**src/avtx_pkg.sv**
```systemverilog
/*
  Shared definitions for the Avalon to PCIe memory write bridge.
  Holds the data path widths, the TLP encodings, the header layout,
  the stream beat union and the bus request and response structs.
*/
package avtx_pkg;

  localparam int DATA_W      = 128;
  localparam int BURST_W     = 5;           // Bursts of 1 to 16 words
  localparam int DW_PER_BEAT = 4;
  localparam int AVL_ADDR_MAX = 18;         // Widest Avalon word address carried

  localparam logic [7:0] TLP_FMT_MWR32 = 8'h40;  // 3-DW header, with data

  // One queued write, already translated
  typedef struct packed {
    logic [31:0] addr;                      // PCIe byte address
    logic [9:0]  len;                       // Length in dwords
  } tlp_cmd_t;

  // Header beat, most significant dword first
  typedef struct packed {
    logic [31:0] dw3;                       // Unused in a 3-DW header
    logic [31:0] dw2;                       // Address, dword aligned
    logic [15:0] req_id;
    logic [7:0]  tag;
    logic [3:0]  last_be;
    logic [3:0]  first_be;
    logic [7:0]  fmt_type;
    logic [13:0] rsvd;
    logic [9:0]  length;
  } tlp_hdr_t;

  // The same 128-bit word is either a header or payload
  typedef union packed {
    tlp_hdr_t            hdr;
    logic [DATA_W-1:0]   data;
  } tlp_beat_u;

  typedef struct packed {
    logic                    write;
    logic [AVL_ADDR_MAX-1:0] address;       // Word address, low bits used
    logic [BURST_W-1:0]      burstcount;
    logic [DATA_W-1:0]       writedata;
  } avl_wr_t;

  typedef struct packed {
    logic        psel;
    logic        penable;
    logic        pwrite;
    logic [7:0]  paddr;
    logic [31:0] pwdata;
  } apb_req_t;

  typedef struct packed {
    logic [31:0] prdata;
    logic        pready;
    logic        pslverr;
  } apb_rsp_t;

  typedef struct packed {
    logic      valid;
    logic      sop;
    logic      eop;
    tlp_beat_u data;
  } tx_st_t;

endpackage
```
**src/avtx_avl_slave.sv**
```systemverilog
/*
  Avalon-MM burst write slave.
  Asserts wait-request only between bursts, while the queues cannot
  take a full burst. Each accepted word goes to the data FIFO; the
  first beat's translated address and the burst length form a command
  that is pushed on the cycle after the last beat.
*/
`timescale 1ns/100ps

module avtx_avl_slave #(
  parameter int AVL_ADDR_W = 14,
  parameter int CMD_DEPTH  = 8,
  parameter int DATA_DEPTH = 64,
  parameter int MAX_BURST  = 16
) (
  input  logic                              Clk_i,
  input  logic                              Rstn_i,
  input  avtx_pkg::avl_wr_t                 avl_wr_i,
  output logic                              TxWaitRequest_o,
  output logic [AVL_ADDR_W+3:0]             lookup_addr_o,
  input  logic [31:0]                       pcie_addr_i,
  output logic                              data_push_o,
  output logic [avtx_pkg::DATA_W-1:0]       data_o,
  output logic                              cmd_push_o,
  output avtx_pkg::tlp_cmd_t                cmd_o,
  input  logic [$clog2(CMD_DEPTH):0]        cmd_free_i,
  input  logic [$clog2(DATA_DEPTH):0]       data_free_i
);

  localparam int LEN_PAD = 10 - avtx_pkg::BURST_W - 2;

  avtx_pkg::tlp_cmd_t cmd_q;
  logic               cmd_push_q;
  logic               accept;
  logic               first_beat;
  logic               in_burst;
  logic               last_beat;

  // A command still on its way to the FIFO is counted as used
  assign TxWaitRequest_o = ~in_burst &
                           ((cmd_free_i <= cmd_push_q) || (data_free_i < MAX_BURST));

  assign accept     = avl_wr_i.write & ~TxWaitRequest_o;
  assign first_beat = accept & ~in_burst;

  assign lookup_addr_o = {avl_wr_i.address[AVL_ADDR_W-1:0], 4'h0};
  assign data_push_o   = accept;
  assign data_o        = avl_wr_i.writedata;

  avtx_beat_counter i_beat_counter (
    .Clk_i   (Clk_i),
    .Rstn_i  (Rstn_i),
    .load_i  (first_beat),
    .count_i (avl_wr_i.burstcount),
    .step_i  (accept),
    .last_o  (last_beat),
    .busy_o  (in_burst)
  );

  always_ff @(posedge Clk_i)
  begin
    if (first_beat)
    begin
      cmd_q.addr <= pcie_addr_i;
      cmd_q.len  <= {{LEN_PAD{1'b0}}, avl_wr_i.burstcount, 2'b00};  // 4 dwords per word
    end
  end

  always_ff @(posedge Clk_i or negedge Rstn_i)
  begin
    if (!Rstn_i)
      cmd_push_q <= 1'b0;
    else
      cmd_push_q <= accept & last_beat;
  end

  assign cmd_push_o = cmd_push_q;
  assign cmd_o      = cmd_q;

endmodule

```
**src/avtx_beat_counter.sv**
```systemverilog
/*
  Burst beat counter.
  Loads a beat count and counts down on every moved beat. A load on the
  same cycle as a step counts that beat, so the first beat of a burst
  is covered by the same last-beat flag as the rest.
*/
`timescale 1ns/100ps

module avtx_beat_counter (
  input  logic                          Clk_i,
  input  logic                          Rstn_i,
  input  logic                          load_i,
  input  logic [avtx_pkg::BURST_W-1:0]  count_i,
  input  logic                          step_i,
  output logic                          last_o,
  output logic                          busy_o
);

  logic [avtx_pkg::BURST_W-1:0] rem_q;      // Beats still to move
  logic [avtx_pkg::BURST_W-1:0] rem_cur;

  assign rem_cur = load_i ? count_i : rem_q;

  always_ff @(posedge Clk_i or negedge Rstn_i)
  begin
    if (!Rstn_i)
      rem_q <= '0;
    else if (load_i || step_i)
      rem_q <= rem_cur - avtx_pkg::BURST_W'(step_i);
  end

  assign last_o = (rem_cur == avtx_pkg::BURST_W'(1));
  assign busy_o = (rem_q != '0);

endmodule

```
**config.mk**
```make
export PLATFORM = sky130hd
export DESIGN_NAME = avtx_avl_slave
export DESIGN_NICKNAME = d
export VERILOG_FILES = /design/src/avtx_pkg.sv /design/src/avtx_avl_slave.sv /design/src/avtx_beat_counter.sv
export SDC_FILE = /design/constraint.sdc
export NUM_CORES = 1
export LEC_CHECK = 0
export BUFFER_PORTS_ARGS = -buffer_cell sky130_fd_sc_hd__buf_2
export CORE_AREA = 2 2 150 152
export CTS_BUF_LIST = sky130_fd_sc_hd__clkbuf_4 sky130_fd_sc_hd__clkbuf_8
export CTS_CLUSTER_SIZE = 8
export DETAILED_ROUTE_END_ITERATION = 12
export DIE_AREA = 0 0 152 154
export SLEW_MARGIN = 20
export SYNTH_ARGS = -nofsm -noshare
export SYNTH_HDL_FRONTEND = slang
export SYNTH_SLANG_ARGS = --single-unit
export TNS_END_PERCENT = 5
```
**constraint.sdc**
```tcl
create_clock -name Clk_i -period 5.1 [get_ports Clk_i]
set_input_delay 0 -clock Clk_i [delete_from_list [all_inputs] [get_ports Clk_i]]
set_output_delay 0 -clock Clk_i [all_outputs]
set_load 0.01 [all_outputs]
```
==> Word-level counts from Yosys, hierarchy flattened <==
Index checks and enable logic that the tools add are counted.
{ "totals": {"reg_bits": 43, "in_bits": 197, "elab_cells": 18} }
{ "classes": {"n_lt_le_gt_ge": 2, "mux": 1, "n_eq_ne": 1, "add_sub_neg": 1, "reduce_logical": 3, "n_bitwise": 6} }
{ "ops": {"columns": ["operator", "n"], "rows": [
  ["less-than comparator 7 x 5 -> 1 bit, second input constant", 1],
  ["== test 5 x 1 -> 1 bit, second input constant", 1],
  ["2-to-1 mux 5 bit", 1],
  ["nonzero test 5 bit", 1],
  ["subtractor 5 x 1 -> 5 bit", 1],
  ["bitwise AND 1 bit", 4],
  ["less-or-equal comparator 4 x 1 -> 1 bit", 1],
  ["logical OR 1 bit", 2],
  ["inverter 1 bit", 2]
]} }

==> Depth between registers and ports, before layout <==
Gate-level depths: netlist of the first run.
{ "logic_depth": {"ltp_word": 9, "depth_mapped": 12, "ltp_nobuf": 11} }

==> Cells and area by module <==
A second synthesis of the first run with hierarchy kept.
{ "unflattened": {"cells_unflattened": 234, "area_unflattened_um2": 2713.9} }
{ "by_module_without_submodules": {"columns": ["module", "area_per_inst_um2", "instances", "cells_each", "seq_area_each_um2"], "rows": [
  ["avtx_avl_slave", 2341.0, 1, 199, 1136.1],
  ["avtx_beat_counter", 372.9, 1, 35, 125.1]
]} }

==> Worst setup path before layout of the first run <==
OpenSTA, ideal clock, no wires.
{ "synth_path": {"path_type": "reg2reg", "startpoint": "register cmd_push_q, in the netlist cmd_push_o", "endpoint": "register i_beat_counter.rem_q[2] in the netlist's numbering", "period_less_slack_ns": 3.714, "required_time_ns": 4.979, "stages_incl_launch_ff": 10, "path_slack_ns": 1.386, "setup_time_ns": 0.121, "arrival_time_ns": 3.593, "path_buffers": 0, "cell_sequence": "dfrtp_1 ha_1 or2_2 a2111oi_4 a21oi_1 ha_1 ha_1 nand3b_1 o21ai_0 a22o_1"} }
{ "synth_via": {"elab_chain_len": 8, "word_cells_on_any_way": 9} }
{ "synth_rtl": {"columns": ["element", "line_no", "rtl"], "rows": [
  ["start, declared", "avtx_avl_slave.sv:33", "logic cmd_push_q;"],
  ["start signal, assigned", "avtx_avl_slave.sv:74", "cmd_push_q <= accept & last_beat;"],
  ["less-or-equal comparator 4 x 1 -> 1 bit *", "avtx_avl_slave.sv:41", "((cmd_free_i <= cmd_push_q) || (data_free_i < MAX_BURST));"],
  ["logical OR 1 bit *", "avtx_avl_slave.sv:41", null],
  ["bitwise AND 1 bit *", "avtx_avl_slave.sv:40", "assign TxWaitRequest_o = ~in_burst &"],
  ["inverter 1 bit *", "avtx_avl_slave.sv:43", "assign accept = avl_wr_i.write & ~TxWaitRequest_o;"],
  ["bitwise AND 1 bit *", "avtx_avl_slave.sv:43", null],
  ["bitwise AND 1 bit", "avtx_avl_slave.sv:44", "assign first_beat = accept & ~in_burst;"],
  ["2-to-1 mux 5 bit", "avtx_beat_counter.sv:22", "assign rem_cur = load_i ? count_i : rem_q;"],
  ["subtractor 5 x 1 -> 5 bit", "avtx_beat_counter.sv:29", "rem_q <= rem_cur - avtx_pkg::BURST_W'(step_i);"],
  ["end signal, assigned", "avtx_beat_counter.sv:29", null],
  ["end, declared", "avtx_beat_counter.sv:19", "logic [avtx_pkg::BURST_W-1:0] rem_q;"]
]} }
Every way passes the cells marked *; elsewhere a longest branch is shown, timed or not.
A chain may end at the register's enable or synchronous reset.

==> Worst setup path in the final report of the first run <==
Ends and elaborated chain as after synthesis.

==> results of run 1 <==
[state kept, by name, indices dropped and copies added (netlist names)]
register / flops
cmd_o: 37
cmd_push_o: 1
i_beat_counter.rem_q: 5
[final timing paths]
kind | start | endpoint | slack (ns) | cells after the start
setup / recovery | cmd_push_o$_DFF_PN0_ | i_beat_counter.rem_q[2]$_DFFE_PN0P_ | 2.33 | 9
hold / removal | avl_wr_i[103] | data_o[103] | 0.000004 | 0
setup reg to reg | cmd_push_o$_DFF_PN0_ | i_beat_counter.rem_q[2]$_DFFE_PN0P_ | 2.33 | 9
hold reg to reg | i_beat_counter.rem_q[2]$_DFFE_PN0P_ | i_beat_counter.rem_q[2]$_DFFE_PN0P_ | 0.55 | 1
max in group asynchronous | Rstn_i | i_beat_counter.rem_q[2]$_DFFE_PN0P_ | 4.86 | 2
min in group asynchronous | Rstn_i | i_beat_counter.rem_q[4]$_DFFE_PN0P_ | 0.08 | 2
[layout by cell type (no fill, tap or decap)]
| master | n |
|---|---|
| a2111oi_4 | 1 |
| a211o_1 | 1 |
| a21oi_1 | 8 |
| a22o_1 | 1 |
| and2_1 | 1 |
| and3_1 | 1 |
| buf_2 | 86 |
| buf_4 | 2 |
| bufinv_16 | 1 |
| clkbuf_8 | 5 |
| clkinv_2 | 1 |
| clkinv_4 | 1 |
| conb_1 | 9 |
| dfrtp_1 | 6 |
| dlygate4sd3_1 | 38 |
| edfxtp_1 | 37 |
| ha_1 | 3 |
| inv_1 | 3 |
| mux2i_1 | 1 |
| nand2_1 | 2 |
| nand3_1 | 2 |
| nand3b_1 | 1 |
| nor3_1 | 2 |
| nor4_1 | 1 |
| nor4b_1 | 1 |
| o21ai_0 | 2 |
| or2_2 | 1 |
| or2b_2 | 1 |
| or3_2 | 1 |
| or4_4 | 1 |
| xor2_1 | 2 |
[cells in the mapped netlist (all sizes together)]
master   count
or2          1
o21ai        2
ha           3
nand3b       1
conb         1
nor4b        1
a2111oi      1
or4          1
inv          3
clkbuf       1
or3          1
nand2        2
dfrtp        6
xor2         2
or2b         1
nand3        2
a22o         1
nor3         2
and3         1
a211o        1
buf        151
mux2i        1
edfxtp      37
and2         1
a21oi        8
nor4         1
[layout make-up]
| type | instances | area, µm² | share of cell area |
|---|---|---|---|
| multi-input combinational | 43 | 290 | 0.102 |
| tap | 280 | 350 | 0.123 |
| timing repair buffer | 126 | 826 | 0.290 |
| sequential | 43 | 1260 | 0.442 |
| clock buffer | 5 | 68.8 | 0.0241 |
| inverter | 3 | 11.3 | 0.00395 |
| clock inverter | 3 | 43.8 | 0.0154 |
[routing by layer]
| metal | part of all wire | GRT usage | up-vias |
|---|---|---|---|
| met5 | 0 | 0 | - |
| met4 | 0.042 | 0.0472 | 0 |
| met3 | 0.30 | 0.113 | 39 |
| met2 | 0.49 | 0.145 | 266 |
| met1 | 0.17 | 0.0359 | 578 |
| li1 | - | - | 587 |
[stage by stage]
step	util	instance area [µm²]	worst slack, ns	hold WS (ns)
finish	0.131	2850	2.33	0.00000394
floorplan	-	2700	1.39	-0.296
detailed placement	0.108	2350	1.88	-0.159
global route	0.131	2850	2.10	0.0000151
global placement	0.108	2350	1.91	-0.164
CTS	0.131	2840	1.84	0.0000686
[power breakdown]
| group | switching [mW] | internal, mW |
|---|---|---|
| combinational | 0.0734 | 0.0740 |
| clock | 0.111 | 0.146 |
| sequential | 0.0229 | 0.418 |
[cell families after synthesis]
| kind of cell | Yosys count | share of synthesized area |
|---|---|---|
| mux | 1 | 0.00375 |
| compound gates | 13 | 0.0356 |
| flops | 43 | 0.472 |
| simple gates | 15 | 0.0361 |
| other cells | 1 | 0.00140 |
| xor+xnor | 2 | 0.00656 |
| buf+inv | 155 | 0.430 |
| fa+ha+maj | 3 | 0.0141 |
[critical path, stage by stage (launching register included)]
cell and delay (ns):
dfrtp_1 0.38, ha_1 0.29, or2_2 0.32, a2111oi_4 0.61
a21oi_1 0.19, ha_1 0.24, ha_1 0.23, nand3b_1 0.09
o21ai_0 0.08, a22o_1 0.23
[repair_timing]
action,CTS,global route
gates resized for setup,0,0
hold buffers,38,0
endpoints found under the setup margin,0,0
hold endpoints to repair,43,0
==> flow_summary_export.csv, run 1 <==
group,metric,value,unit
clock_network,post_cts_buffers,0,
sta,layout_min_cycle_time,2.77,ns
logic_synthesis,yosysSeqAreaShare,0.472,
finish,diodes,0,
logic_synthesis,ys_top_cells_by_area,"buf_4, edfxtp_1, dfrtp_1, a21oi_1, ha_1",
logic_synthesis,netlist-cell-type-count,26,
floorplan,die_height,154,µm
sta,unrepaired_setup_endpoints_after_global_routing,"no",
finish,fin_cells,503,
drt,dr.first_iter.drc_count,27,
grt,vias_in_the_first_global_route,1548,
run_status,outcome,"finished, final reports clean",
critical_path,critical_path.max_fanout,10,
sta,timing.final.crit_share,0.544,
sta,totalNegativeSetupSlack,0,ns
pwr,powerDensity,296,nW/µm²
critical_path,required,5.28,ns
sta,clock_tree_skew_after_final_layout,0.00769,ns
finish,num-fill-cells,2417,
grt,groute.usage.overall,0.0833,
flow_run,maxCapViolations,0,
drt,viasPerCell,2.92,
sta,report.final.setup_viol,0,
place,place.detailed.instances,456,
grt,maximum_number_of_pins_on_one_net_before_global_route_repair,24,
floorplan,fp-row-count,54,
logic_synthesis,ys_ff_latch,43,
clock_network,clkLatencyLatePin,0.29,ns
pwr,p_total,0.845,mW
critical_path,worstSetupEndpointType,"flip-flop",
min_path,worst_hold_path_type,"in2out",
floorplan,dieWidth,152,µm
clock_network,cts.htree.levels,2,
place,numPortBuffers,86,
floorplan,initial_utilization,0.123,
drt,routed-via-count,1470,
logic_synthesis,syn_area,2670,µm²
drt,detail_route.wirelength,10.5,mm
sta,peak_clock_frequency_supported_by_timing,0.361,GHz
sta,worst_pin_slew,0.714,ns
drt,drt.antenna.violating_nets,0,
finish,design.final.nets,422,
grt,grt_pass1_wl,13.5,mm
grt,gr-total-overflow,0,
logic_synthesis,synth_largest_type_area_fraction,0.425,
critical_path,crit_arrival,2.95,ns
clock_network,cts_root_buffer,"clkbuf_8",
drt,remaining_drc_errors,0,
clock_network,cts_made_buffers,5,
logic_synthesis,synth_area_leader_cell,"buf_4",
pwr,worst_ir_drop_vdd,0.000107,V
drt,firstDrtPassIters,3,
clock_network,cts.sinks,43,
place,replace_congestion,0.747,
clock_network,clkTransAtPathRegs,0.08,ns
drt,drt-wirelength-per-cell,20.8,µm
floorplan,floorplan.die_area,23400,µm²
clock_network,cts_tree,"yes",
place,place.detailed.hpwl,8.91,mm
grt,initial_antenna_violation_count,0,
sta,worst_slew_margin_rel,0.520,
logic_synthesis,synth_warnings,0,
critical_path,timing_worst_setup_path_type,"reg2reg",
finish,drive_above_1_share,0.453,
logic_synthesis,synth_cells,233,
floorplan,boundaryPins,388,
finish,syn2layout_area_growth,6.79,%
floorplan,core_region_area,21700,µm²
critical_path,crit_path_start_kind,"flip-flop",
clock_network,max-clock-path-buffers,2,
logic_synthesis,synth.avg_cell_area,11.5,µm²
sta,fin_max_slew_vios,0,
pwr,cellLeakagePower,1.11,nW
sta,timing_hold_violations_final,0,
Note: power is estimated with default switching activity, not from simulation.
==> run 2: changes to the inputs <==
clock period = 2.9 ns   (was 5.1 ns; I/O delays follow)
==> run 2 against run 1 <==
  * Register-to-register slack lost 2.0 ns
  * Routed wire length shrank 1.2%
  * Setup slack lost 2.0 ns
  * Die area is the same
  * First-iteration DRC count is the same
  * Clock skew shrank 0.0041 ns
  * Largest cell class unchanged
  * Critical endpoint is now cmd_push_o$_DFF_PN0_
  * Count of clock-buffer cells in the layout grew 1
  * Sequential power grew 76%
  * Non-clock buffer count shrank 1
==> flow_summary_export.csv, run 2 (synthesis results as in run 1) <==
group,metric,value,unit
pwr,p_total,1.43,mW
grt,vias_in_the_first_global_route,1585,
sta,fin_max_slew_vios,0,
clock_network,clkTransAtPathRegs,0.07,ns
critical_path,required,3.09,ns
floorplan,die_height,154,µm
critical_path,number_of_buffer_and_inverter_instances_along_the_worst_setup_path,1,
place,preCtsSetupSlack,0.314,ns
pwr,worst_ir_drop_vdd,0.000184,V
finish,diodes,0,
drt,wl_met1,1.61,mm
sta,timing.final.crit_share,0.883,
grt,initial_antenna_violation_count,0,
critical_path,slowest_stage,"a2111oi_4",
pwr,powerDensity,502,nW/µm²
drt,route.met3.wl,3.31,mm
sta,worst_slack,0.341,ns
clock_network,cts_root_buffer,"clkbuf_8",
critical_path,reg2reg_slack,0.34,ns
drt,dr.first_iter.drc_count,27,
sta,report.final.setup_viol,0,
flow_run,maxCapViolations,0,
clock_network,cts.sinks,43,
critical_path,crit_path_start,"cmd_push_o$_DFF_PN0_",
clock_network,cts_made_buffers,5,
floorplan,boundaryPins,388,
drt,detail_route.wirelength,10.3,mm
clock_network,cts.htree.levels,2,
critical_path,reg2reg_to,"cmd_push_o$_DFF_PN0_",
finish,post-route-cell-area,2840,µm²
clock_network,post_cts_buffers,0,
place,place.detailed.hpwl,8.95,mm
sta,worst_slew_margin_rel,0.656,
place,numPortBuffers,86,
drt,met2_length,4.96,mm
clock_network,max-clock-path-buffers,2,
critical_path,worstRegToRegCells,7,
finish,mostFrequentLayoutCell,"buf_2",
drt,topmost_layer_with_routed_signal_wires,"met4",
sta,clock_tree_skew_after_final_layout,0.00355,ns
drt,drt.antenna.violating_nets,0,
pwr,swShare,0.262,
floorplan,dieWidth,152,µm
critical_path,crit_path_start_kind,"flip-flop",
critical_path,worstSetupEndpointType,"flip-flop",
critical_path,cp-endpoint,"cmd_push_o$_DFF_PN0_",
finish,drive_above_1_share,0.459,
floorplan,floorplan.die_area,23400,µm²
pwr,cellLeakagePower,1.09,nW
run_status,outcome,"finished, final reports clean",
min_path,worst_hold_path_type,"in2out",
drt,routed-via-count,1463,
pwr,power.combinational.fraction,0.191,
finish,design.final.nets,421,
sta,peak_clock_frequency_supported_by_timing,0.391,GHz
drt,remaining_drc_errors,0,
sta,layout_min_cycle_time,2.56,ns
drt,viasPerCell,2.91,
pwr,p_switching,0.374,mW
pwr,power.internal,1.05,mW
critical_path,slowest_delay,0.49,ns
drt,firstDrtPassIters,4,
pwr,p_clk_frac,0.264,
sta,unrepaired_setup_endpoints_after_global_routing,"no",
place,replace_congestion,0.721,
floorplan,initial_utilization,0.123,
sta,worst_pin_slew,0.512,ns
pwr,pwr-share-seq,0.545,
critical_path,worstReg2RegStart,"cmd_push_o$_DFF_PN0_",
sta,finalHoldWorstSlack,0.00000448,ns
finish,layout_common_cells,"buf_2, dlygate4sd3_1, edfxtp_1, conb_1, a21oi_1",
drt,drt-wirelength-per-cell,20.6,µm
grt,groute.usage.overall,0.0826,
sta,totalNegativeSetupSlack,0,ns
finish,largest_register_ff_count,37,
floorplan,fp-row-count,54,
floorplan,core_region_area,21700,µm²
clock_network,cts_tree,"yes",
finish,num-fill-cells,2422,
critical_path,timing_worst_setup_path_type,"reg2reg",
clock_network,clkLatencyLatePin,0.30,ns
grt,gr-total-overflow,0,
finish,syn2layout_area_growth,6.28,%
critical_path,path_depth,7,
sta,timing_hold_violations_final,0,
critical_path,critical_path.max_fanout,38,
place,placed_area,2370,µm²
critical_path,worstPathCellList,"ha_1 > or2_4 > a2111oi_4 > buf_4 > o21ai_0 > nor4b_1 > and3_1",
critical_path,cp_top_family,"compound AO/OA/AOI/OAI gates",
critical_path,crit_arrival,2.75,ns
grt,maximum_number_of_pins_on_one_net_before_global_route_repair,39,
grt,grt_pass1_wl,13.4,mm
run 2: worst register-to-register path, stage by stage, from the launching register on:
cell and delay [ns]:
dfrtp_1 0.39, ha_1 0.28, or2_4 0.27, a2111oi_4 0.50
buf_4 0.48, o21ai_0 0.17, nor4b_1 0.17, and3_1 0.19
run 2: how the worst min path moves through the flow:
stage                     slack, ns           from                    to  cells after the start
after detailed placement      -0.17         Rstn_i  cmd_push_o$_DFF_PN0_                      1
after global placement        -0.17         Rstn_i  cmd_push_o$_DFF_PN0_                      1
after global routing        0.00002   avl_wr_i[28]            data_o[28]                      0
after CTS                   0.00007  avl_wr_i[121]           data_o[121]                      0
final                      0.000004  avl_wr_i[114]           data_o[114]                      0
after floorplan               -0.30         Rstn_i  cmd_push_o$_DFF_PN0_                      0
run 2: metrics by stage:
stage               utilization  instances
finish                    0.131        502
global route              0.131        502
CTS                       0.131        502
detailed placement        0.109        456
global placement          0.109        456
floorplan                     -        241
run 2: area by class of cell:
type / count / area (µm²) / share of cell area
clock inverters: 2 / 12.5 / 0.00441
inverters: 3 / 11.3 / 0.00397
flip-flops and latches: 43 / 1260 / 0.444
multi-input cells: 43 / 308 / 0.108
clock buffers: 6 / 76.3 / 0.0269
repair buffers: 125 / 818 / 0.288
well taps: 280 / 350 / 0.123
run 2: per-layer routing:
metal	vias to the layer above	GRT usage
met1	566	0.0309
met4	0	0.0503
li1	582	-
met5	-	0
met2	275	0.142
met3	40	0.121
run 2: power groups by stage:
| stage | sequential [mW] | combinational [mW] | clock (mW) |
|---|---|---|---|
| floorplan | 0.794 | 0.347 | 0 |
| global placement | 0.787 | 0.227 | 0 |
| detailed placement | 0.790 | 0.235 | 0 |
| CTS | 0.776 | 0.276 | 0.397 |
| global route | 0.788 | 0.304 | 0.414 |
| finish | 0.776 | 0.272 | 0.376 |
run 2: timing repair:
action / 4_1_cts / 5_1_grt
endpoints found under the hold margin: 43 / 0
resized for setup: 0 / 0
hold buffers: 38 / 0
