$ cat src/avtx_pkg.sv
/*
  Shared definitions for the Avalon to PCIe memory write bridge.
  Holds the data path widths, the TLP encodings, the header layout,
  the stream beat union and the bus request and response structs.
*/
package avtx_pkg;

  localparam int DATA_W      = 128;
  localparam int BURST_W     = 5;           // Bursts of 1 to 16 words
  localparam int DW_PER_BEAT = 4;
  localparam int AVL_ADDR_MAX = 18;         // Widest Avalon word address carried

  localparam logic [7:0] TLP_FMT_MWR32 = 8'h40;  // 3-DW header, with data

  // One queued write, already translated
  typedef struct packed {
    logic [31:0] addr;                      // PCIe byte address
    logic [9:0]  len;                       // Length in dwords
  } tlp_cmd_t;

  // Header beat, most significant dword first
  typedef struct packed {
    logic [31:0] dw3;                       // Unused in a 3-DW header
    logic [31:0] dw2;                       // Address, dword aligned
    logic [15:0] req_id;
    logic [7:0]  tag;
    logic [3:0]  last_be;
    logic [3:0]  first_be;
    logic [7:0]  fmt_type;
    logic [13:0] rsvd;
    logic [9:0]  length;
  } tlp_hdr_t;

  // The same 128-bit word is either a header or payload
  typedef union packed {
    tlp_hdr_t            hdr;
    logic [DATA_W-1:0]   data;
  } tlp_beat_u;

  typedef struct packed {
    logic                    write;
    logic [AVL_ADDR_MAX-1:0] address;       // Word address, low bits used
    logic [BURST_W-1:0]      burstcount;
    logic [DATA_W-1:0]       writedata;
  } avl_wr_t;

  typedef struct packed {
    logic        psel;
    logic        penable;
    logic        pwrite;
    logic [7:0]  paddr;
    logic [31:0] pwdata;
  } apb_req_t;

  typedef struct packed {
    logic [31:0] prdata;
    logic        pready;
    logic        pslverr;
  } apb_rsp_t;

  typedef struct packed {
    logic      valid;
    logic      sop;
    logic      eop;
    tlp_beat_u data;
  } tx_st_t;

endpackage
$ cat src/avtx_addr_table.sv
/*
  Avalon to PCIe address translation table.
  Entries are programmed over APB, one dword register per entry, and
  only the bits above the pass-through field are kept. The top bits of
  the Avalon byte address pick an entry; the low bits pass unchanged.
*/
`timescale 1ns/100ps

module avtx_addr_table #(
  parameter int AVL_ADDR_W = 14,
  parameter int PASS_BITS  = 16
) (
  input  logic                     Clk_i,
  input  logic                     Rstn_i,
  input  avtx_pkg::apb_req_t       apb_req_i,
  output avtx_pkg::apb_rsp_t       apb_rsp_o,
  input  logic [AVL_ADDR_W+3:0]    lookup_addr_i,   // Byte address
  output logic [31:0]              pcie_addr_o
);

  localparam int BYTE_W    = AVL_ADDR_W + 4;
  localparam int IDX_W     = BYTE_W - PASS_BITS;
  localparam int N_ENTRIES = 1 << IDX_W;
  localparam int ENTRY_W   = 32 - PASS_BITS;

  logic [ENTRY_W-1:0] entry_q [N_ENTRIES];
  logic [5:0]         reg_idx;
  logic               access;
  logic               in_range;

  assign reg_idx  = apb_req_i.paddr[7:2];            // One dword per entry
  assign access   = apb_req_i.psel & apb_req_i.penable;
  assign in_range = (reg_idx < N_ENTRIES);

  always_ff @(posedge Clk_i or negedge Rstn_i)
  begin
    if (!Rstn_i)
    begin
      for (int i = 0; i < N_ENTRIES; i++)
      begin
        entry_q[i] <= '0;
      end
    end
    else if (access && apb_req_i.pwrite && in_range)
    begin
      entry_q[reg_idx[IDX_W-1:0]] <= apb_req_i.pwdata[31:PASS_BITS];
    end
  end

  // Access phase always completes in one cycle
  always_comb
  begin
    apb_rsp_o.pready  = 1'b1;
    apb_rsp_o.pslverr = access & ~in_range;
    if (in_range)
    begin
      apb_rsp_o.prdata = {entry_q[reg_idx[IDX_W-1:0]], {PASS_BITS{1'b0}}};
    end
    else
    begin
      apb_rsp_o.prdata = '0;
    end
  end

  // Page base from the table, offset within the page from Avalon
  assign pcie_addr_o = {entry_q[lookup_addr_i[BYTE_W-1:PASS_BITS]],
                        lookup_addr_i[PASS_BITS-1:0]};

endmodule

$ cat config.mk
export PLATFORM = sky130hd
export DESIGN_NAME = avtx_addr_table
export DESIGN_NICKNAME = d
export VERILOG_FILES = /design/src/avtx_pkg.sv /design/src/avtx_addr_table.sv
export SDC_FILE = /design/constraint.sdc
export NUM_CORES = 1
export LEC_CHECK = 0
export BUFFER_PORTS_ARGS = -buffer_cell sky130_fd_sc_hd__buf_2
export CAP_MARGIN = 0
export CORE_MARGIN = 5
export CORE_UTILIZATION = 50
export CTS_CLUSTER_DIAMETER = 200
export DETAILED_ROUTE_END_ITERATION = 8
export PLACE_DENSITY = 0.8
export SLEW_MARGIN = 10
export SYNTH_ARGS = -nofsm -noshare
export SYNTH_HDL_FRONTEND = slang
export SYNTH_SLANG_ARGS = --single-unit
$ cat constraint.sdc
create_clock -name Clk_i -period 1.9 [get_ports Clk_i]
set_input_delay 0.095 -clock Clk_i [delete_from_list [all_inputs] [get_ports Clk_i]]
set_output_delay 0.095 -clock Clk_i [all_outputs]
set_load 0.01 [all_outputs]
-- Word-level counts from Yosys, hierarchy flattened
Cells that the tools add are included.
- register bits: 64
- output and inout port bits: 66
- logic and storage cells: 26
- magnitude comparators: 4
- multiplexer cells: 10
- bitwise operators: 5
- reduce and logical (&&, ||, !) cells: 3
- operators with widths (kind ; count):
    $mux W16 ; 5
    $bmux W16 S2 ; 2
    $bwmux W64 ; 1
    $demux W16 S2 ; 1
    $mux W32 ; 1
    $ge A3 B3 Y1 const B ; 2
    $lt A6 B3 Y1 const B ; 1
    $not A2 Y3 ; 2
    $logic_and A1 B1 Y1 ; 3
    $lt A3 B1 Y1 const B ; 1
    $and A1 B1 Y1 ; 2
    $not A1 Y1 ; 1

-- Depth between registers and ports, before layout
Gate-level depths: netlist of run 1.
- word-level depth: 6
- depth in mapped cells: 6

-- Worst setup path before layout of run 1
Ideal clock, no wire load.
- kind: input to register
- start: input apb_req_i[39] (netlist name)
- end: register entry_q[32] (netlist name)
- library setup time: 0.125 ns
- data arrival time: 1.715 ns
- data required time: 1.775 ns
- slack: 0.060 ns
- cell stages on the path: 5
- cell sequence: or4_4 > buf_6 > nor4_4 > buf_6 > mux2_2
- longest elaborated chain between the ends: 2
- ends and longest elaborated chain (what ; line ; source):
    from (decl) ; avtx_addr_table.sv:15 ; input avtx_pkg::apb_req_t apb_req_i,
    $lt A6 B3 Y1 ; avtx_addr_table.sv:33 ; assign in_range = (reg_idx < N_ENTRIES);
    $logic_and A1 B1 Y1 ; avtx_addr_table.sv:44 ; else if (access && apb_req_i.pwrite && in_range)
    to (signal, indexed assignment) ; avtx_addr_table.sv:46 ; entry_q[reg_idx[IDX_W-1:0]] <= apb_req_i.pwdata[31:PASS_BITS];
    to (decl) ; avtx_addr_table.sv:26 ; logic [ENTRY_W-1:0] entry_q [N_ENTRIES];
Every way passes these cells.
A chain may end at the register's enable or synchronous reset.

==> impl_metrics.py, run 1 <==
metrics = {
    "run_status": {
        "outcome": "complete, no violations",
    },
    "logic_synthesis": {
        "ys_warn_count": 0,
        "ys_ff_latch": 64,
        "netlist_instances": 235,
        "synthArstFlopShare": 1.00,
        "synth_cell_types": 19,
        "netlist_area_sq_mm": 0.00359,
        "synth_edf_count": 0,
        "synth_ff_type": "dfrtp_1",
        "synth-seq-area-share": 0.446,
        "synth.avg_cell_area_sq_um": 15.3,
    },
    "die": {
        "fp.dieArea_sq_mm": 0.00898,
        "coreArea_sq_mm": 0.00714,
        "die_w_um": 94.8,
        "io_pins": 129,
        "start_util": 0.503,
        "std_cell_rows": 31,
        "die_h_um": 94.8,
    },
    "grt": {
        "overflow": 0,
        "grt_pass1_vias": 2350,
        "grtUsageTotal": 0.185,
        "grt_max_degree": 38,
        "antenna_found_initial": 0,
        "grt_pass1_wl_um": 12400,
    },
    "cts": {
        "holdBufCountCts": 1,
        "cts_tree": "done",
        "htree_levels": 3,
        "clock_latency_ps": 330,
        "cts_made_buffers": 9,
        "clock-root-buffer": "clkbuf_8",
        "cts_resized": 0,
        "post_cts_buffers": 0,
        "clk_pin_slew_ps": 70,
        "cts_max_path_buffers": 2,
        "clkSinkCount": 64,
    },
    "route": {
        "vias": 2147,
        "dr.pass1.iters": 4,
        "wl_per_cell_um": 19.3,
        "dr.first_iter.drc_count": 56,
        "drt-vias-per-instance": 5.45,
        "ant_nets": 0,
        "drc_errors": 0,
        "drt-total-wl_um": 7590,
    },
    "timing": {
        "fin_setup_tns_ps": 0,
        "layout_min_cycle_time_ps": 1600,
        "drv_slew": 0,
        "relSlewSlack": 0.569,
        "tightest_slew_ps": 647,
        "hold_viol_final": 0,
        "fmax_mhz": 623,
        "setup_viol": 0,
        "period_share": 0.845,
        "setup_slack_ps": 295,
        "finalClockSkew_ps": 0,
        "rsz0062_at_grt": "false",
    },
    "setup_path": {
        "path_max_fanout": 3,
        "max_stage_delay_ps": 470,
        "slowest_stage": "mux4_2",
        "cp_top_family": "multiplexers",
        "required_ps": 1800,
        "path_buf_inv": 1,
        "cp.arrival_ps": 1510,
        "path_cells": "mux4_2, and2b_1, buf_2",
        "cp-start-kind": "register",
        "r2r_start": "entry_q[45]",
        "r2r_end": "entry_q[45]",
        "critPathKind": "register to output port",
        "cp.depth": 3,
        "regToRegSetupSlack_ps": 1110,
        "crit_path_start": "entry_q[15]",
        "cp-endpoint": "apb_rsp_o[33]",
        "reg2regPathDepth": 1,
        "endpoint_kind": "output port",
    },
    "pwr": {
        "peakVddDrop_mv": 0.424,
        "leakage_nw": 2.05,
        "power.density_mw_per_mm2": 748,
        "power_mw": 3.10,
    },
    "final_layout": {
        "diodes": 0,
        "reg_top3": "entry_q x64",
        "stdcell_count": 394,
        "area_growth_pct": 15.3,
        "largest_reg_flops": 64,
        "nNetsFinal": 353,
        "regMostFlops": "entry_q",
        "drive_above_1_share": 0.647,
    },
    "run": {
        "max-cap-violations": 0,
    },
    "placement": {
        "place_congestion": 0.715,
        "dp_hpwl_um": 5560,
        "preCtsSetupSlack_ps": 69.5,
        "portBuffers": 61,
        "dp.cells": 377,
    },
    "hold_path": {
        "hp-class": "input port to register",
        "hp-start": "apb_req_i[20]",
    },
}
-- cell type report --
cell class                      count  area (sq um)
Tap cell                           99           124
Timing Repair Buffer               77           490
Inverter                            1          3.75
Sequential cell                    64          1600
Fill cell                         575          3000
Multi-Input combinational cell    137          1700
Clock buffer                        9           124
Clock inverter                      7          95.1
-- synthesized netlist by cell type (2+ instances only) --
cell	count	area [sq um]
mux4_2	32	721
nor4_4	2	42.5
dfrtp_1	64	1600
buf_6	3	33.8
clkbuf_1	5	18.8
mux2_2	63	709
nor2b_1	13	81.3
buf_2	5	25.0
and2b_1	3	22.5
buf_4	35	263
conb_1	2	7.51
-- through the flow --
step | util | hold WS (ps) | instance area (sq um)
2_1_floorplan | - | -201 | 3650
3_3_place_gp | 0.548 | 146 | 3910
3_5_place_dp | 0.548 | 155 | 3910
4_1_cts | 0.580 | 10.7 | 4140
5_1_grt | 0.580 | 14.9 | 4140
6_report | 0.580 | 31.3 | 4140
-- layout by cell type, fill, tap and decap left out, types with 2 or more instances in the layout --
cell and count:
and2b_1 3, buf_12 5, buf_2 61, buf_4 10, bufinv_16 2, clkbuf_8 9
clkinv_2 2, conb_1 17, dfrtp_1 64, mux2_2 63, mux4_2 32, nor2b_1 13
nor4_4 2
-- cells by family after synthesis --
family                 Yosys count  share of synthesized area
multiplexers                    96                      0.401
other                            2                    0.00209
buffers and inverters           49                     0.0958
AND/OR/NAND/NOR                 24                     0.0550
flip-flops                      64                      0.446
-- layer usage --
| metal | global-route usage | routed length (um) | vias up |
|---|---|---|---|
| li1 | - | - | 938 |
| met1 | 0.243 | 3120 | 1121 |
| met2 | 0.303 | 3870 | 82 |
| met3 | 0.0494 | 565 | 6 |
| met4 | 0.0517 | 36 | 0 |
| met5 | 0 | 0 | - |
-- where the power goes --
group          leakage [nW]  switching, mW  internal, mW
clock network         0.110          0.539         0.740
logic                  1.06          0.164         0.184
registers             0.882         0.0447          1.43
total                  2.05          0.748          2.35
-- worst min path at each step --
| stage | endpoint | slack, ps | depth (start not counted) |
|---|---|---|---|
| finish | entry_q[36] | 30 | 2 |
| global route | entry_q[36] | 10 | 2 |
| CTS | entry_q[36] | 10 | 2 |
| detailed placement | entry_q[30] | 160 | 1 |
| global placement | entry_q[14] | 150 | 1 |
| floorplan | entry_q[0] | -200 | 0 |
No activity file was read; power rests on OpenSTA's default activity.
==> inputs of run 2 (changes only) <==
--- a/config.mk
+++ b/config.mk
@@ -5,13 +5,14 @@
 export SDC_FILE = /design/constraint.sdc
 export NUM_CORES = 1
 export LEC_CHECK = 0
+export ABC_AREA = 1
 export BUFFER_PORTS_ARGS = -buffer_cell sky130_fd_sc_hd__buf_2
 export CAP_MARGIN = 0
 export CORE_MARGIN = 5
-export CORE_UTILIZATION = 50
+export CORE_UTILIZATION = 51
 export CTS_CLUSTER_DIAMETER = 200
 export DETAILED_ROUTE_END_ITERATION = 8
-export PLACE_DENSITY = 0.8
+export PLACE_DENSITY = 0.81
 export SLEW_MARGIN = 10
 export SYNTH_ARGS = -nofsm -noshare
 export SYNTH_HDL_FRONTEND = slang
==> constraint.sdc (replaced) <==
create_clock -name Clk_i -period 1.5 [get_ports Clk_i]
set_input_delay 0.075 -clock Clk_i [delete_from_list [all_inputs] [get_ports Clk_i]]
set_output_delay 0.075 -clock Clk_i [all_outputs]
set_load 0.01 [all_outputs]
==> impl_metrics.py, run 2 <==
metrics = {
    "placement": {
        "portBuffers": 61,
        "dp.cells": 684,
        "dp_hpwl_um": 6650,
        "place_congestion": 0.793,
    },
    "cts": {
        "clkSinkCount": 64,
        "holdBufCountCts": 11,
        "cts_made_buffers": 9,
        "clk_pin_slew_ps": 70,
        "htree_levels": 3,
        "post_cts_buffers": 0,
        "clock_latency_ps": 340,
        "cts_tree": "done",
        "clock-root-buffer": "clkbuf_8",
        "cts_max_path_buffers": 2,
        "cts_resized": 0,
    },
    "logic_synthesis": {
        "synth.avg_cell_area_sq_um": 6.92,
        "netlist_instances": 553,
        "netlist_area_sq_mm": 0.00383,
        "synth_compound_area_frac": 0.101,
        "ys_top_cells_by_area": "dfrtp_1 42%, nand2_1 20%, nand3_1 8.5%",
        "synth_ff_type": "dfrtp_1",
        "yosys.area_share.simple": 0.358,
        "synth-seq-area-share": 0.419,
        "ys_warn_count": 0,
        "synth_fa_ha_area_frac": 0,
        "synth_top_area_cell": "dfrtp_1",
        "ys_ff_latch": 64,
        "synth_xor_area_frac": 0,
        "synth_top_family_by_area": "simple AND/OR/NAND/NOR gates",
        "muxShareOfSynthArea": 0,
        "synth.top_cell.area_share": 0.419,
        "yosys-top-cells-count": "199 x nand2_1, 65 x nand3_1, 64 x dfrtp_1, 51 x nor2_1, 36 x o21ai_0",
        "synth_cell_types": 19,
        "synth_edf_count": 0,
        "synthArstFlopShare": 1.00,
        "yosys.cell_count.top_type": "nand2_1",
    },
    "route": {
        "dr.pass1.iters": 5,
        "dr.first_iter.drc_count": 312,
        "ant_nets": 0,
        "vias": 3782,
        "drt-total-wl_um": 10500,
        "drt-vias-per-instance": 5.31,
        "drc_errors": 0,
        "wl_per_cell_um": 14.7,
    },
    "pwr": {
        "p_seq_frac": 0.474,
        "power.density_mw_per_mm2": 885,
        "switching_power_mw": 1.08,
        "p_int_mw": 2.86,
        "pwr-share-clk": 0.385,
        "p_comb_frac": 0.141,
        "leakage_nw": 2.40,
        "peakVddDrop_mv": 0.663,
        "swShare": 0.275,
    },
    "grt": {
        "overflow": 0,
        "grtUsageTotal": 0.228,
        "grt_pass1_vias": 3559,
        "grt_max_degree": 65,
        "antenna_found_initial": 0,
        "grt_pass1_wl_um": 17600,
    },
    "setup_path": {
        "required_ps": 1420,
        "path_max_fanout": 2,
        "reg2regPathDepth": 2,
        "cp.arrival_ps": 1260,
        "endpoint_kind": "output port",
        "cp-start-kind": "register",
        "critPathKind": "register to output port",
    },
    "hold_path": {
        "hp-class": "input port to register",
        "whs_path_depth": 3,
    },
    "die": {
        "std_cell_rows": 31,
        "io_pins": 129,
        "coreArea_sq_mm": 0.00729,
        "fp.dieArea_sq_mm": 0.00933,
        "start_util": 0.525,
        "die_w_um": 96.6,
        "die_h_um": 96.6,
    },
    "run_status": {
        "outcome": "complete, no violations",
    },
    "final_layout": {
        "most-common-layout-cells": "199 x nand2_1, 65 x nand3_1, 64 x dfrtp_1",
        "stdcell_count": 712,
        "diodes": 0,
        "reg_top3": "entry_q x64",
        "nNetsFinal": 671,
        "area_growth_pct": 16.3,
        "regMostFlops": "entry_q",
        "largest_reg_flops": 64,
        "drive_above_1_share": 0.179,
        "layout_commonest_cell": "nand2_1",
        "final_util": 0.610,
    },
    "run": {
        "max-cap-violations": 0,
    },
    "timing": {
        "finalClockSkew_ps": 0,
        "drv_slew": 0,
        "period_share": 0.893,
        "fin_setup_tns_ps": 0,
        "hold_viol_final": 0,
        "rsz0062_at_grt": "false",
        "layout_min_cycle_time_ps": 1340,
        "setup_viol": 0,
        "fmax_mhz": 747,
    },
}
[run 2: changes by cell type in the layout (fill, tap and decap cells not counted), moves of 13 or more]
cell     before  now
nor2_1        0   50
inv_1         1   16
o21ai_1       0   24
mux4_2       32    0
a21oi_1       0   15
o21ai_0       0   36
nor2b_1      13    0
mux2_2       63    0
nand3_1       1   65
nand2_1       0  199
[run 2: cells by family (layout without fill, tap and decap cells)]
group	Yosys count	in the layout
compound gates	77	77
buf+inv	84	129
flops	64	64
other cells	2	17
simple gates	326	326
[run 2: worst paths after layout]
check	start	to	slack, ps
worst max-delay path	entry_q[45]	pcie_addr_o[29]	160
worst max register to register	entry_q[61]	entry_q[61]	860
worst min-delay path	apb_req_i[21]	entry_q[5]	20
min in group asynchronous	Rstn_i	entry_q[0]	270
max in group asynchronous	Rstn_i	entry_q[23]	950
worst min register to register	entry_q[37]	entry_q[37]	470
[run 2: power groups by stage]
| stage | combinational (mW) | clock, mW | sequential (mW) |
|---|---|---|---|
| finish | 0.556 | 1.52 | 1.86 |
| global placement | 0.514 | 0 | 1.89 |
| CTS | 0.551 | 1.54 | 1.86 |
| detailed placement | 0.527 | 0 | 1.90 |
| global route | 0.619 | 1.65 | 1.88 |
| floorplan | 0.371 | 0 | 1.88 |
[run 2: metrics by stage]
step / area [sq um] / power (mW) / hold slack [ps] / setup WS [ps]
after floorplan: 3880 / 2.25 / -221 / 495
after global placement: 4130 / 2.41 / 117 / 314
after detailed placement: 4130 / 2.42 / 117 / 291
after CTS: 4440 / 3.96 / 0.801 / 145
after global routing: 4450 / 4.14 / 3.84 / 57.2
final: 4450 / 3.94 / 17.7 / 161
[run 2: worst max-delay path: stages, from the launching register on]
cell and delay, ps:
dfrtp_1 350, inv_1 60, a21oi_1 140, o21ai_0 100, o21ai_1 110, buf_2 150
[run 2: metal layers]
| metal | GRT usage | vias to the layer above | wire (um) |
|---|---|---|---|
| met4 | 0.0778 | 0 | 211 |
| met1 | 0.297 | 1761 | 4400 |
| met2 | 0.363 | 167 | 4990 |
| met5 | 0 | - | 0 |
| met3 | 0.0683 | 24 | 874 |
| li1 | - | 1830 | - |
[run 2: layout make-up]
| type | instances | area (sq um) |
|---|---|---|
| clock inverters | 3 | 40.0 |
| flip-flops and latches | 64 | 1600 |
| repair buffers | 93 | 626 |
| well taps | 99 | 124 |
| clock buffers | 13 | 159 |
| inverters | 20 | 75.1 |
| fillers | 681 | 2840 |
| multi-input cells | 420 | 1830 |
==> inputs of run 3 (changes only) <==
--- a/config.mk
+++ b/config.mk
@@ -8,11 +8,11 @@
 export ABC_AREA = 1
 export BUFFER_PORTS_ARGS = -buffer_cell sky130_fd_sc_hd__buf_2
 export CAP_MARGIN = 0
-export CORE_MARGIN = 5
+export CORE_MARGIN = 2
 export CORE_UTILIZATION = 51
 export CTS_CLUSTER_DIAMETER = 200
 export DETAILED_ROUTE_END_ITERATION = 8
-export PLACE_DENSITY = 0.81
+export PLACE_DENSITY_LB_ADDON = 0.1
 export SLEW_MARGIN = 10
 export SYNTH_ARGS = -nofsm -noshare
 export SYNTH_HDL_FRONTEND = slang
==> impl_metrics.py, run 3 (synthesis results as in run 2) <==
metrics = {
    "route": {
        "dr.pass1.iters": 5,
        "dr.first_iter.drc_count": 211,
        "drc_errors": 0,
        "ant_nets": 0,
        "drt-total-wl_um": 10200,
        "vias": 3628,
        "drt-vias-per-instance": 5.17,
        "wl_per_cell_um": 14.6,
    },
    "timing": {
        "holdWs_ps": 3.05,
        "finalClockSkew_ps": 0,
        "rsz0062_at_grt": "false",
        "setup_slack_ps": 202,
        "fmax_mhz": 770,
        "setup_viol": 0,
        "fin_setup_tns_ps": 0,
        "period_share": 0.865,
        "drv_slew": 0,
        "hold_viol_final": 0,
        "layout_min_cycle_time_ps": 1300,
    },
    "pwr": {
        "power_mw": 4.20,
        "power.density_mw_per_mm2": 952,
        "leakage_nw": 2.38,
        "peakVddDrop_mv": 0.470,
    },
    "cts": {
        "clk_pin_slew_ps": 70,
        "cts_max_path_buffers": 2,
        "clkSinkCount": 64,
        "clock_latency_ps": 350,
        "clock-root-buffer": "clkbuf_8",
        "htree_levels": 3,
        "cts_tree": "done",
        "cts_made_buffers": 9,
    },
    "die": {
        "start_util": 0.528,
        "die_h_um": 90.6,
        "io_pins": 129,
        "die_w_um": 90.6,
        "coreArea_sq_mm": 0.00725,
        "std_cell_rows": 31,
        "fp.dieArea_sq_mm": 0.00821,
    },
    "final_layout": {
        "drive_above_1_share": 0.184,
        "reg_top3": "entry_q x64",
        "nNetsFinal": 661,
        "multiInputGateArea_sq_mm": 0.00183,
        "most-common-layout-cells": "199 x nand2_1, 65 x nand3_1, 64 x dfrtp_1",
        "regMostFlops": "entry_q",
        "nFillCells": 691,
        "layout_commonest_cell": "nand2_1",
        "diodes": 0,
        "seq_area_sq_mm": 0.00160,
        "area_growth_pct": 15.3,
        "largest_reg_flops": 64,
    },
    "setup_path": {
        "endpoint_kind": "output port",
        "required_ps": 1420,
        "cp.arrival_ps": 1220,
        "regToRegSetupSlack_ps": 870,
        "path_max_fanout": 2,
        "critPathKind": "register to output port",
        "cp-start-kind": "register",
    },
    "run": {
        "max-cap-violations": 0,
    },
    "grt": {
        "antenna_found_initial": 0,
        "grt_pass1_vias": 3443,
        "grtUsageTotal": 0.256,
        "grt_max_degree": 65,
        "grt_pass1_wl_um": 16900,
        "overflow": 0,
    },
    "placement": {
        "preCtsSetupSlack_ps": 216,
        "portBuffers": 61,
        "dp_hpwl_um": 6290,
        "place_congestion": 0.774,
    },
    "run_status": {
        "outcome": "complete, no violations",
    },
    "hold_path": {
        "hp-class": "input port to register",
    },
}
-- run 3: changes by cell type in the layout (fill, tap and decap cells not counted) --
| cell | change |
|---|---|
| clkbuf_8 | -2 |
| bufinv_16 | +2 |
| clkinvlp_4 | +1 |
| buf_4 | -2 |
| buf_12 | +2 |
| dlygate4sd3_1 | -10 |
| clkbuf_1 | -1 |
-- run 3: final cells by class --
class | count | area share
clock buffer | 10 | 0.0289
clock inverter | 6 | 0.0244
inverter | 20 | 0.0170
multi-input combinational | 420 | 0.414
sequential | 64 | 0.363
tap | 99 | 0.0281
timing repair buffer | 83 | 0.125
-- run 3: per-layer routing --
| layer | wire [um] | global-route usage | vias to the layer above | share of wire |
|---|---|---|---|---|
| met2 | 4600 | 0.406 | 129 | 0.45 |
| met3 | 682 | 0.0509 | 11 | 0.067 |
| met5 | 0 | 0 | - | 0 |
| met4 | 110 | 0.0692 | 0 | 0.011 |
| met1 | 4830 | 0.359 | 1682 | 0.47 |
| li1 | - | - | 1806 | - |
-- run 3: per-stage QoR --
| stage | cell area [sq um] | std cells | utilization |
|---|---|---|---|
| 2_1_floorplan | 3880 | 568 | - |
| 3_3_place_gp | 4160 | 684 | 0.573 |
| 3_5_place_dp | 4160 | 684 | 0.573 |
| 4_1_cts | 4410 | 702 | 0.608 |
| 5_1_grt | 4410 | 702 | 0.608 |
| 6_report | 4410 | 702 | 0.608 |
-- run 3: power breakdown --
| part | total [mW] | internal [mW] | switching, mW |
|---|---|---|---|
| clock | 1.79 | 1.10 | 0.696 |
| combinational | 0.542 | 0.185 | 0.356 |
| sequential | 1.86 | 1.81 | 0.0559 |
| total | 4.20 | 3.09 | 1.11 |
-- run 3: worst max-delay path: stages, from the launching register on --
cell and delay (ps):
dfrtp_1 350, inv_1 50, o21ai_0 160, nor2_1 80
nor2_1 100, buf_2 140
-- run 3: worst paths after layout --
kind | startpoint | endpoint | cells past startpoint
worst max-delay path | entry_q[47] | apb_rsp_o[33] | 5
worst min-delay path | apb_req_i[26] | entry_q[26] | 3
worst max register to register | entry_q[23] | entry_q[23] | 2
worst min register to register | entry_q[46] | entry_q[46] | 2
max in group asynchronous | Rstn_i | entry_q[50] | 3
min in group asynchronous | Rstn_i | entry_q[44] | 2
-- run 3: timing repair --
| item | CTS | global route |
|---|---|---|
| hold endpoints to repair | 17 | 0 |
| setup buffers | 0 | 0 |
| gates resized for setup | 0 | 0 |
| hold buffers | 2 | 0 |
